<file path="src/dispatch_settings.svh">
`ifndef DISPATCH_SETTINGS_SVH
`define DISPATCH_SETTINGS_SVH

// Data bus and instruction register width
`define DISPATCH_DATA_WIDTH 8

// Opcode placed in ir by reset (NOP)
`define DISPATCH_RESET_OPCODE 8'hEA

`endif

</file>
<file path="src/decode_pkg.sv">
`include "dispatch_settings.svh"

package decode_pkg;

	// Instruction classes seen by the timing logic
	typedef enum logic [2:0] {
		CLS_IMPLIED   = 3'd0,	// Also every unknown opcode
		CLS_IMMEDIATE = 3'd1,
		CLS_ZP_READ   = 3'd2,
		CLS_ZP_STORE  = 3'd3,
		CLS_ABS_READ  = 3'd4,
		CLS_ABSX_READ = 3'd5,
		CLS_ZP_RMW    = 3'd6,
		CLS_BRANCH    = 3'd7
	} op_class_e;

	// Opcodes known to the decode table
	typedef enum logic [`DISPATCH_DATA_WIDTH-1:0] {
		OP_NOP      = 8'hEA,
		OP_INX      = 8'hE8,
		OP_CLC      = 8'h18,
		OP_LDA_IMM  = 8'hA9,
		OP_ADC_IMM  = 8'h69,
		OP_LDA_ZP   = 8'hA5,
		OP_STA_ZP   = 8'h85,
		OP_LDA_ABS  = 8'hAD,
		OP_LDA_ABSX = 8'hBD,
		OP_INC_ZP   = 8'hE6,
		OP_ASL_ZP   = 8'h06,
		OP_BNE      = 8'hD0,
		OP_BEQ      = 8'hF0
	} opcode_e;

endpackage

</file>
<file path="src/timing_pkg.sv">
package timing_pkg;

	// Timing states of one instruction; TS_FETCH doubles as T1 of the 6502
	typedef enum logic [2:0] {
		TS_FETCH      = 3'd0,	// Opcode fetch, sync high
		TS_2          = 3'd1,	// Second byte / two-cycle end
		TS_3          = 3'd2,
		TS_4          = 3'd3,
		TS_5          = 3'd4,	// Page cross fix-up for abs,X
		TS_RMW_MODIFY = 3'd5,	// Dummy write of old value
		TS_RMW_WRITE  = 3'd6	// Final write of new value
	} t_state_e;

endpackage
</file>
<file path="src/cycle_sequencer.sv">
`timescale 1ns/1ps

module cycle_sequencer (
	input  logic                   phi0,
	input  logic                   reset,
	input  logic                   ready,
	input  decode_pkg::op_class_e  op_class,
	input  logic                   acr,
	input  logic                   branch_cond,
	output timing_pkg::t_state_e   t_state
);

	import timing_pkg::*;
	import decode_pkg::*;

	t_state_e state_q;
	t_state_e state_d;
	logic     acr_latch;	// Carry seen in TS_3
	logic     br_taken;	// Branch condition seen in TS_2

	// Carry and branch latches only move on completed cycles
	always_ff @(posedge phi0) begin
		if (reset) begin
			acr_latch <= 1'b0;
			br_taken  <= 1'b0;
		end else if (ready) begin
			if (state_q == TS_3) begin
				acr_latch <= acr;
			end
			if (state_q == TS_2) begin
				br_taken <= branch_cond;
			end
		end
	end

	// Next state
	always_comb begin
		state_d = TS_FETCH;
		case (state_q)
			TS_FETCH: begin
				state_d = TS_2;	// Opcode lands in ir on this edge
			end
			TS_2: begin
				case (op_class)
					CLS_IMPLIED,
					CLS_IMMEDIATE: begin
						state_d = TS_FETCH;	// Two-cycle path
					end
					CLS_BRANCH: begin
						state_d = branch_cond ? TS_3 : TS_FETCH;
					end
					default: begin
						state_d = TS_3;
					end
				endcase
			end
			TS_3: begin
				case (op_class)
					CLS_ABS_READ,
					CLS_ABSX_READ: begin
						state_d = TS_4;
					end
					CLS_ZP_RMW: begin
						state_d = TS_RMW_MODIFY;
					end
					CLS_BRANCH: begin
						// Taken branch needs PCH fix-up on page cross
						state_d = (br_taken && acr) ? TS_4 : TS_FETCH;
					end
					default: begin
						state_d = TS_FETCH;	// Zero-page read and store end here
					end
				endcase
			end
			TS_4: begin
				if ((op_class == CLS_ABSX_READ) && acr_latch) begin
					state_d = TS_5;	// Index carry into high byte
				end else begin
					state_d = TS_FETCH;
				end
			end
			TS_5: begin
				state_d = TS_FETCH;
			end
			TS_RMW_MODIFY: begin
				state_d = TS_RMW_WRITE;
			end
			TS_RMW_WRITE: begin
				state_d = TS_FETCH;
			end
			default: begin
				state_d = TS_FETCH;
			end
		endcase
	end

	always_ff @(posedge phi0) begin
		if (reset) begin
			state_q <= TS_FETCH;
		end else if (ready) begin
			state_q <= state_d;	// Hold the whole cycle while not ready
		end
	end

	assign t_state = state_q;

endmodule

</file>
<file path="src/decode_pla.sv">
`timescale 1ns/1ps
`include "dispatch_settings.svh"

module decode_pla (
	input  logic [`DISPATCH_DATA_WIDTH-1:0] ir,
	output decode_pkg::op_class_e           op_class
);

	import decode_pkg::*;

	opcode_e opcode;

	assign opcode = opcode_e'(ir);

	always_comb begin
		case (opcode)
			OP_NOP,
			OP_INX,
			OP_CLC: begin
				op_class = CLS_IMPLIED;
			end
			OP_LDA_IMM,
			OP_ADC_IMM: begin
				op_class = CLS_IMMEDIATE;
			end
			OP_LDA_ZP: begin
				op_class = CLS_ZP_READ;
			end
			OP_STA_ZP: begin
				op_class = CLS_ZP_STORE;
			end
			OP_LDA_ABS: begin
				op_class = CLS_ABS_READ;
			end
			OP_LDA_ABSX: begin
				op_class = CLS_ABSX_READ;
			end
			OP_INC_ZP,
			OP_ASL_ZP: begin
				op_class = CLS_ZP_RMW;
			end
			OP_BNE,
			OP_BEQ: begin
				op_class = CLS_BRANCH;
			end
			default: begin
				op_class = CLS_IMPLIED;	// Unknown opcodes run as two-cycle implied
			end
		endcase
	end

endmodule

</file>
<file path="src/dispatch_top.sv">
`timescale 1ns/1ps
`include "dispatch_settings.svh"

module dispatch_top (
	input  logic                            phi0,
	input  logic                            reset,
	input  logic                            rdy,
	input  logic [`DISPATCH_DATA_WIDTH-1:0] data_in,
	input  logic                            acr,
	input  logic                            branch_cond,
	output logic                            sync,
	output logic                            wr,
	output logic                            ipc,
	output timing_pkg::t_state_e            t_state,
	output logic [`DISPATCH_DATA_WIDTH-1:0] ir
);

	import decode_pkg::*;

	op_class_e op_class;
	logic      ready;

	decode_pla u_decode_pla (
		.ir       (ir),
		.op_class (op_class)
	);

	ready_rw u_ready_rw (
		.rdy      (rdy),
		.t_state  (t_state),
		.op_class (op_class),
		.ready    (ready),
		.wr       (wr)
	);

	cycle_sequencer u_cycle_sequencer (
		.phi0        (phi0),
		.reset       (reset),
		.ready       (ready),
		.op_class    (op_class),
		.acr         (acr),
		.branch_cond (branch_cond),
		.t_state     (t_state)
	);

	pc_fetch_ctrl u_pc_fetch_ctrl (
		.phi0     (phi0),
		.reset    (reset),
		.ready    (ready),
		.t_state  (t_state),
		.op_class (op_class),
		.data_in  (data_in),
		.ir       (ir),
		.sync     (sync),
		.ipc      (ipc)
	);

endmodule

</file>
<file path="src/pc_fetch_ctrl.sv">
`timescale 1ns/1ps
`include "dispatch_settings.svh"

module pc_fetch_ctrl (
	input  logic                            phi0,
	input  logic                            reset,
	input  logic                            ready,
	input  timing_pkg::t_state_e            t_state,
	input  decode_pkg::op_class_e           op_class,
	input  logic [`DISPATCH_DATA_WIDTH-1:0] data_in,
	output logic [`DISPATCH_DATA_WIDTH-1:0] ir,
	output logic                            sync,
	output logic                            ipc
);

	import timing_pkg::*;
	import decode_pkg::*;

	logic fetch;
	logic ipc_operand;
	logic ipc_high;

	assign fetch = (t_state == TS_FETCH);

	// Instruction register loads on a completed fetch only
	always_ff @(posedge phi0) begin
		if (reset) begin
			ir <= `DISPATCH_RESET_OPCODE;
		end else if (ready && fetch) begin
			ir <= data_in;
		end
	end

	assign sync = fetch;

	// Second byte consumed by all but implied
	assign ipc_operand = (t_state == TS_2) && (op_class != CLS_IMPLIED);

	// Third byte for the absolute modes
	assign ipc_high = (t_state == TS_3) &&
		((op_class == CLS_ABS_READ) || (op_class == CLS_ABSX_READ));

	assign ipc = fetch || ipc_operand || ipc_high;

endmodule

</file>
<file path="src/ready_rw.sv">
`timescale 1ns/1ps

module ready_rw (
	input  logic                   rdy,
	input  timing_pkg::t_state_e   t_state,
	input  decode_pkg::op_class_e  op_class,
	output logic                   ready,
	output logic                   wr
);

	import timing_pkg::*;
	import decode_pkg::*;

	logic store_cycle;
	logic rmw_cycle;

	// Store writes in its effective address cycle
	assign store_cycle = (t_state == TS_3) && (op_class == CLS_ZP_STORE);

	// RMW writes the old value then the new value
	assign rmw_cycle = ((t_state == TS_RMW_MODIFY) || (t_state == TS_RMW_WRITE)) &&
		(op_class == CLS_ZP_RMW);

	assign wr = store_cycle || rmw_cycle;

	// The 6502 never stalls a write cycle
	assign ready = rdy || wr;

endmodule

</file>
<file path="config.mk">
export PLATFORM = sky130hd
export DESIGN_NAME = dispatch_top
export DESIGN_NICKNAME = d
export VERILOG_FILES = /design/src/decode_pkg.sv /design/src/timing_pkg.sv /design/src/cycle_sequencer.sv /design/src/decode_pla.sv /design/src/dispatch_top.sv /design/src/pc_fetch_ctrl.sv /design/src/ready_rw.sv
export VERILOG_INCLUDE_DIRS = /design/src
export SDC_FILE = /design/constraint.sdc
export NUM_CORES = 1
export LEC_CHECK = 0
export BUFFER_PORTS_ARGS = -buffer_cell sky130_fd_sc_hd__buf_2
export CORE_ASPECT_RATIO = 0.75
export CORE_UTILIZATION = 48
export CTS_CLUSTER_DIAMETER = 60
export DETAILED_ROUTE_END_ITERATION = 7
export PLACE_DENSITY_LB_ADDON = 0.05
export SYNTH_ARGS = -nofsm -noshare
export SYNTH_HDL_FRONTEND = slang
export SYNTH_HIERARCHICAL = 1
export SYNTH_SLANG_ARGS = --single-unit
</file>
<file path="constraint.sdc">
create_clock -name phi0 -period 3.5 [get_ports phi0]
set_input_delay 1.05 -clock phi0 [delete_from_list [all_inputs] [get_ports phi0]]
set_output_delay 1.05 -clock phi0 [all_outputs]
set_load 0.05 [all_outputs]
</file>
==> results of run 1 <==
## sequential cells by signal, summed over array words and instances, names as in the netlist
signal,count
u_pc_fetch_ctrl/ir,8
u_cycle_sequencer/t_state,3
u_cycle_sequencer/acr_latch,1
u_cycle_sequencer/br_taken,1
## synthesized netlist by cell type
master	count
a21oi_2	5
o311ai_1	1
nand2b_1	6
a22oi_1	1
nand4b_1	3
and3_1	1
nand2b_4	1
dfxtp_1	13
nor2_1	13
a211oi_1	1
and2b_1	1
clkbuf_4	1
nor4b_1	2
nor3_1	11
o2111ai_1	1
nand3_1	3
o21ai_1	2
a21oi_1	3
nor3b_1	1
buf_6	1
xor2_1	1
and3_2	1
nand2_1	9
inv_1	1
o21ai_0	3
and3b_2	1
nor4b_2	1
and3b_1	1
nand3b_1	1
a211o_1	1
nor4b_4	1
o21a_1	1
a221oi_2	1
mux2i_1	3
o211ai_1	2
o31ai_1	1
a22o_1	1
nand4_1	2
## critical path: cells and delay by family, from the launching register on
kind | cells | cell delay, ps
flip-flops | 1 | 430
AND/OR/NAND/NOR | 3 | 640
AO/OA/AOI/OAI | 3 | 650
buffers and inverters | 1 | 290
## per-layer routing
layer	wire length, µm	vias to the layer above	track usage	share of wire
li1	-	448	-	-
met1	1060	423	0.319	0.45
met2	1090	48	0.453	0.46
met3	183	4	0.0714	0.078
met4	20	0	0.0903	0.0085
met5	0	-	0	0
## kinds of logic after synthesis
kind of cell | share of synthesized area
AOI/OAI and AO/OA | 0.209
DFF | 0.305
and+or+nand+nor | 0.414
xor gates and xnor gates | 0.0103
muxes | 0.0351
buffers and inverters | 0.0264
## power by group through the flow
stage / registers, µW / logic, µW / clock network (µW)
2_1_floorplan: 195 / 44.7 / 0
3_3_place_gp: 173 / 90.0 / 0
3_5_place_dp: 174 / 91.8 / 0
4_1_cts: 170 / 92.1 / 102
5_1_grt: 174 / 99.0 / 108
6_report: 172 / 93.4 / 98.6
## final timing paths
check	from	to	slack [ps]	cells past startpoint
setup / recovery	u_pc_fetch_ctrl/ir[4]	ipc	150	7
hold / removal	u_cycle_sequencer/br_taken	u_cycle_sequencer/br_taken	490	2
setup reg to reg	u_pc_fetch_ctrl/ir[6]	u_pc_fetch_ctrl/ir[4]	440	9
hold reg to reg	u_cycle_sequencer/br_taken	u_cycle_sequencer/br_taken	490	2
## final cells by class
class / count / area share
timing repair buffer: 28 / 0.135
inverter: 1 / 0.00349
sequential: 13 / 0.243
clock inverter: 1 / 0.00465
tap: 21 / 0.0244
clock buffer: 3 / 0.0209
multi-input combinational: 87 / 0.569
## metrics by stage
step,utilization,area [µm²]
2_1_floorplan,-,875
3_3_place_gp,0.652,1030
3_5_place_dp,0.652,1030
4_1_cts,0.669,1050
5_1_grt,0.683,1080
6_report,0.683,1080
==> impl_metrics.json, run 1 <==
{
  "rsz0062_at_grt": "no",
  "ctsHoldBuffers": 0,
  "tightest_slew_ps": 775,
  "worstPathCellList": "nor4b_2, nand4b_1, o311ai_4, nor3_1, o21a_1, a211oi_4, buf_2",
  "hold_viol": 0,
  "cts_tree": "yes",
  "drt_wl_total_mm": 2.35,
  "p_sw_frac": 0.368,
  "core_um2": 1580,
  "final_nets": 147,
  "criticalPathCategory": "reg -> out",
  "critPathRequiredTime_ps": 2450,
  "synth.distinct_cells": 38,
  "regArea_um2": 262,
  "fin_worst_skew_ps": 5.28,
  "die-area_um2": 1950,
  "final-instance-count-excl-fill": 154,
  "antennaDiodeCount": 0,
  "postCtsResizedCells": 0,
  "ant_nets": 0,
  "root_buffer": "clkbuf_4",
  "ir_drop_uv": 215,
  "slew_headroom": 0.481,
  "worst_hold_slack_ps": 485,
  "io_pins": 27,
  "clock-sinks": 13,
  "fin_setup_tns_ps": 0,
  "antenna_found_initial": 0,
  "htree_levels": 1,
  "p_total_uw": 364,
  "syn_avg_cell_area_um2": 8.30,
  "multi_input_area_um2": 612,
  "finalCritPeriodShare": 0.958,
  "hp-class": "reg -> reg",
  "final_cell_mix": "buf_2 (26), nor2_1 (13), dfxtp_1 (12)",
  "die_x_um": 50.7,
  "finalSetupViolations": 0,
  "fin_crit_ps": 3350,
  "yosys_warnings": 6,
  "syn_nets": 116,
  "startpoint_type": "flip-flop",
  "syn_to_final_growth_pct": 25.9,
  "yosysTopAreaCell": "dfxtp_1",
  "synth_top_area_share": 0.305,
  "dp_slack_ps": 356,
  "gp_congestion": 0.796,
  "gr-total-overflow": 0,
  "status": "finished clean",
  "grt_pass1_vias": 818,
  "post_cts_buffers": 0,
  "fillers": 133,
  "wl_per_cell_um": 15.2,
  "placedCellCount": 150,
  "crit_arrival_ps": 2300,
  "drc_errors": 0,
  "grt_use_total": 0.263,
  "endpoint_kind": "output pin",
  "initial_utilization": 0.542,
  "setup_ws_ps": 148,
  "viasPerCell": 5.99,
  "pwr-share-comb": 0.257,
  "dp_hpwl_mm": 1.56,
  "ys_ff_latch": 13,
  "p_per_area_nw_per_um2": 338,
  "seq_area_frac_synth": 0.305,
  "clock.fmax_mhz": 298,
  "max_stage_delay_ps": 430,
  "syn_area_um2": 855,
  "clk_latency_ps": 290,
  "ctsLongestPathBuffers": 2,
  "final_common_cell": "buf_2",
  "drive_above_1_share": 0.361,
  "pwr-share-clk": 0.271,
  "first_iter_violations": 53,
  "slowest_stage": "dfxtp_2",
  "p_switching_uw": 134,
  "synth_area_leaders": "dfxtp_1 (30%), nor3_1 (6.4%), nor2_1 (5.7%)",
  "routed-via-count": 923,
  "p_leak_uw": 0.000445,
  "seqPwrFrac": 0.472,
  "max_cap_viol_count": 0,
  "clk_pin_slew_ps": 90,
  "cp_max_fo": 9,
  "maxSlewViolCount": 0,
  "p_int_uw": 230,
  "grt_max_degree": 20,
  "die_h_um": 38.5,
  "portBuffers": 26,
  "dr.pass1.iters": 4,
  "netlist_instances": 103,
  "num_rows": 12,
  "cts_buffers": 3,
  "grt_first_pass_wirelength_mm": 3.67
}
Note: power is estimated with default switching activity, not from simulation.
==> run 2, diff against run 1 <==
- CTS_CLUSTER_DIAMETER: 60 -> default
- RECOVER_POWER: default -> 50
- clock period: 3.5 -> 3.7 ns (I/O delays scaled with it)
==> impl_metrics.json, run 2 (same netlist as run 1, synthesis figures left out) <==
{
  "worstPathCellList": "and3b_2, nand2_1, o311ai_2, nor3_1, o21a_1, a211oi_4, buf_2",
  "drt_wl_total_mm": 1.99,
  "path_buf_inv": 1,
  "first_iter_violations": 42,
  "grt_max_degree": 20,
  "tightest_slew_ps": 595,
  "finalCritPeriodShare": 0.939,
  "final_common_cell": "buf_2",
  "status": "finished clean",
  "max_cap_viol_count": 0,
  "hp-class": "reg -> reg",
  "die_h_um": 38.5,
  "fillers": 150,
  "critPathRequiredTime_ps": 2590,
  "ant_nets": 0,
  "io_pins": 27,
  "viasPerCell": 5.77,
  "drive_above_1_share": 0.242,
  "post_dp_cell_area_um2": 1010,
  "antennaDiodeCount": 0,
  "antenna_found_initial": 0,
  "cp_max_fo": 9,
  "final_cell_area_um2": 1030,
  "pwr-share-comb": 0.250,
  "grt_use_total": 0.233,
  "routed-via-count": 883,
  "endpoint_kind": "output pin",
  "p_sw_frac": 0.358,
  "pwr-share-clk": 0.266,
  "slowest_stage": "o311ai_2",
  "die-area_um2": 1950,
  "ctsHoldBuffers": 0,
  "criticalPathCategory": "reg -> out",
  "drc_errors": 0,
  "core_um2": 1580,
  "maxSlewViolCount": 0,
  "startpoint_type": "flip-flop",
  "clk_latency_ps": 270,
  "gp_congestion": 0.818,
  "num_rows": 12,
  "fin_crit_ps": 3470,
  "crit_arrival_ps": 2360,
  "clk_pin_slew_ps": 80,
  "max_stage_delay_ps": 510,
  "grt_first_pass_wirelength_mm": 3.27,
  "hold_viol": 0,
  "clock-sinks": 13,
  "fin_setup_tns_ps": 0,
  "gr-total-overflow": 0,
  "final_nets": 146,
  "seqPwrFrac": 0.484,
  "clock.fmax_mhz": 288,
  "htree_levels": 1,
  "die_x_um": 50.7,
  "p_leak_uw": 0.000386,
  "ir_drop_uv": 281,
  "largest-register": "u_pc_fetch_ctrl/ir",
  "cts_tree": "yes",
  "grt_pass1_vias": 705,
  "cp_top_family": "compound AO/OA/AOI/OAI gates",
  "finalSetupViolations": 0,
  "largest_reg_flops": 8,
  "initial_utilization": 0.542,
  "final_cell_mix": "buf_2 (14), nor2_1 (13), dfxtp_1 (13)",
  "p_int_uw": 214,
  "dp_hpwl_mm": 1.39,
  "cts_buffers": 3,
  "portBuffers": 26,
  "slew_headroom": 0.603,
  "ctsLongestPathBuffers": 2,
  "dr.pass1.iters": 4,
  "rsz0062_at_grt": "no",
  "root_buffer": "clkbuf_4",
  "fin_worst_skew_ps": 2.61,
  "p_switching_uw": 119,
  "p_per_area_nw_per_um2": 323,
  "syn_to_final_growth_pct": 20.8,
  "wl_per_cell_um": 13.0
}
[run 2: changes by cell type in the layout (fill, tap and decap cells not counted), sizes merged]
cell and delta:
buf -13, clkbuf +12
[run 2: path summary, 6_finish.rpt]
path,startpoint,to,slack [ps],cells after the start
max,u_pc_fetch_ctrl/ir[7],ipc,230,7
min,u_cycle_sequencer/br_taken,u_cycle_sequencer/br_taken,480,2
max reg2reg,u_pc_fetch_ctrl/ir[4],u_pc_fetch_ctrl/ir[4],860,10
min reg2reg,u_cycle_sequencer/br_taken,u_cycle_sequencer/br_taken,480,2
[run 2: layer usage]
layer | GRT usage | wire (µm) | vias to the layer above
met2 | 0.333 | 805 | 34
met5 | 0 | 0 | -
met4 | 0.0625 | 13 | 0
li1 | - | - | 448
met3 | 0.0754 | 149 | 2
met1 | 0.330 | 1020 | 399
[run 2: area by class of cell]
type / instances / area [µm²] / share of cell area
multi-input cells: 87 / 592 / 0.573
flip-flops and latches: 13 / 260 / 0.252
repair buffers: 27 / 123 / 0.119
well taps: 21 / 26.3 / 0.0255
clock buffers: 3 / 22.5 / 0.0218
clock inverters: 1 / 5.00 / 0.00485
inverters: 1 / 3.75 / 0.00364
[run 2: worst reg2reg max path, cell delays in order, from the launching register on]
cell and delay, ps:
dfxtp_1 480, nor4b_2 250, nand4b_1 200, nand3_1 260, nor3b_1 260, o2111ai_1 180, nand3b_1 310, nor4b_4 250
buf_4 260, mux2i_1 220, nor2_1 60
[run 2: stage by stage]
step                      setup WS, ps  hold slack, ps  utilization  power (µW)  cells
after floorplan                    105             448            -         227    103
after global placement             414             471        0.642         247    149
after detailed placement           321             471        0.642         249    149
after CTS                          255             484        0.664         338    153
after global routing              56.2             507        0.655         352    153
final                              227             483        0.655         333    153
[run 2: power groups by stage]
stage	registers, µW	logic, µW	clock network (µW)
2_1_floorplan	185	42.2	0
3_3_place_gp	163	84.1	0
3_5_place_dp	164	84.7	0
4_1_cts	161	85.1	92.4
5_1_grt	163	87.8	101
6_report	161	83.1	88.7
[run 2: repair_timing]
action	CTS	global route
buffers inserted	0	0
setup endpoints to repair	1	0
hold endpoints to repair	0	0
resized for setup	1	0
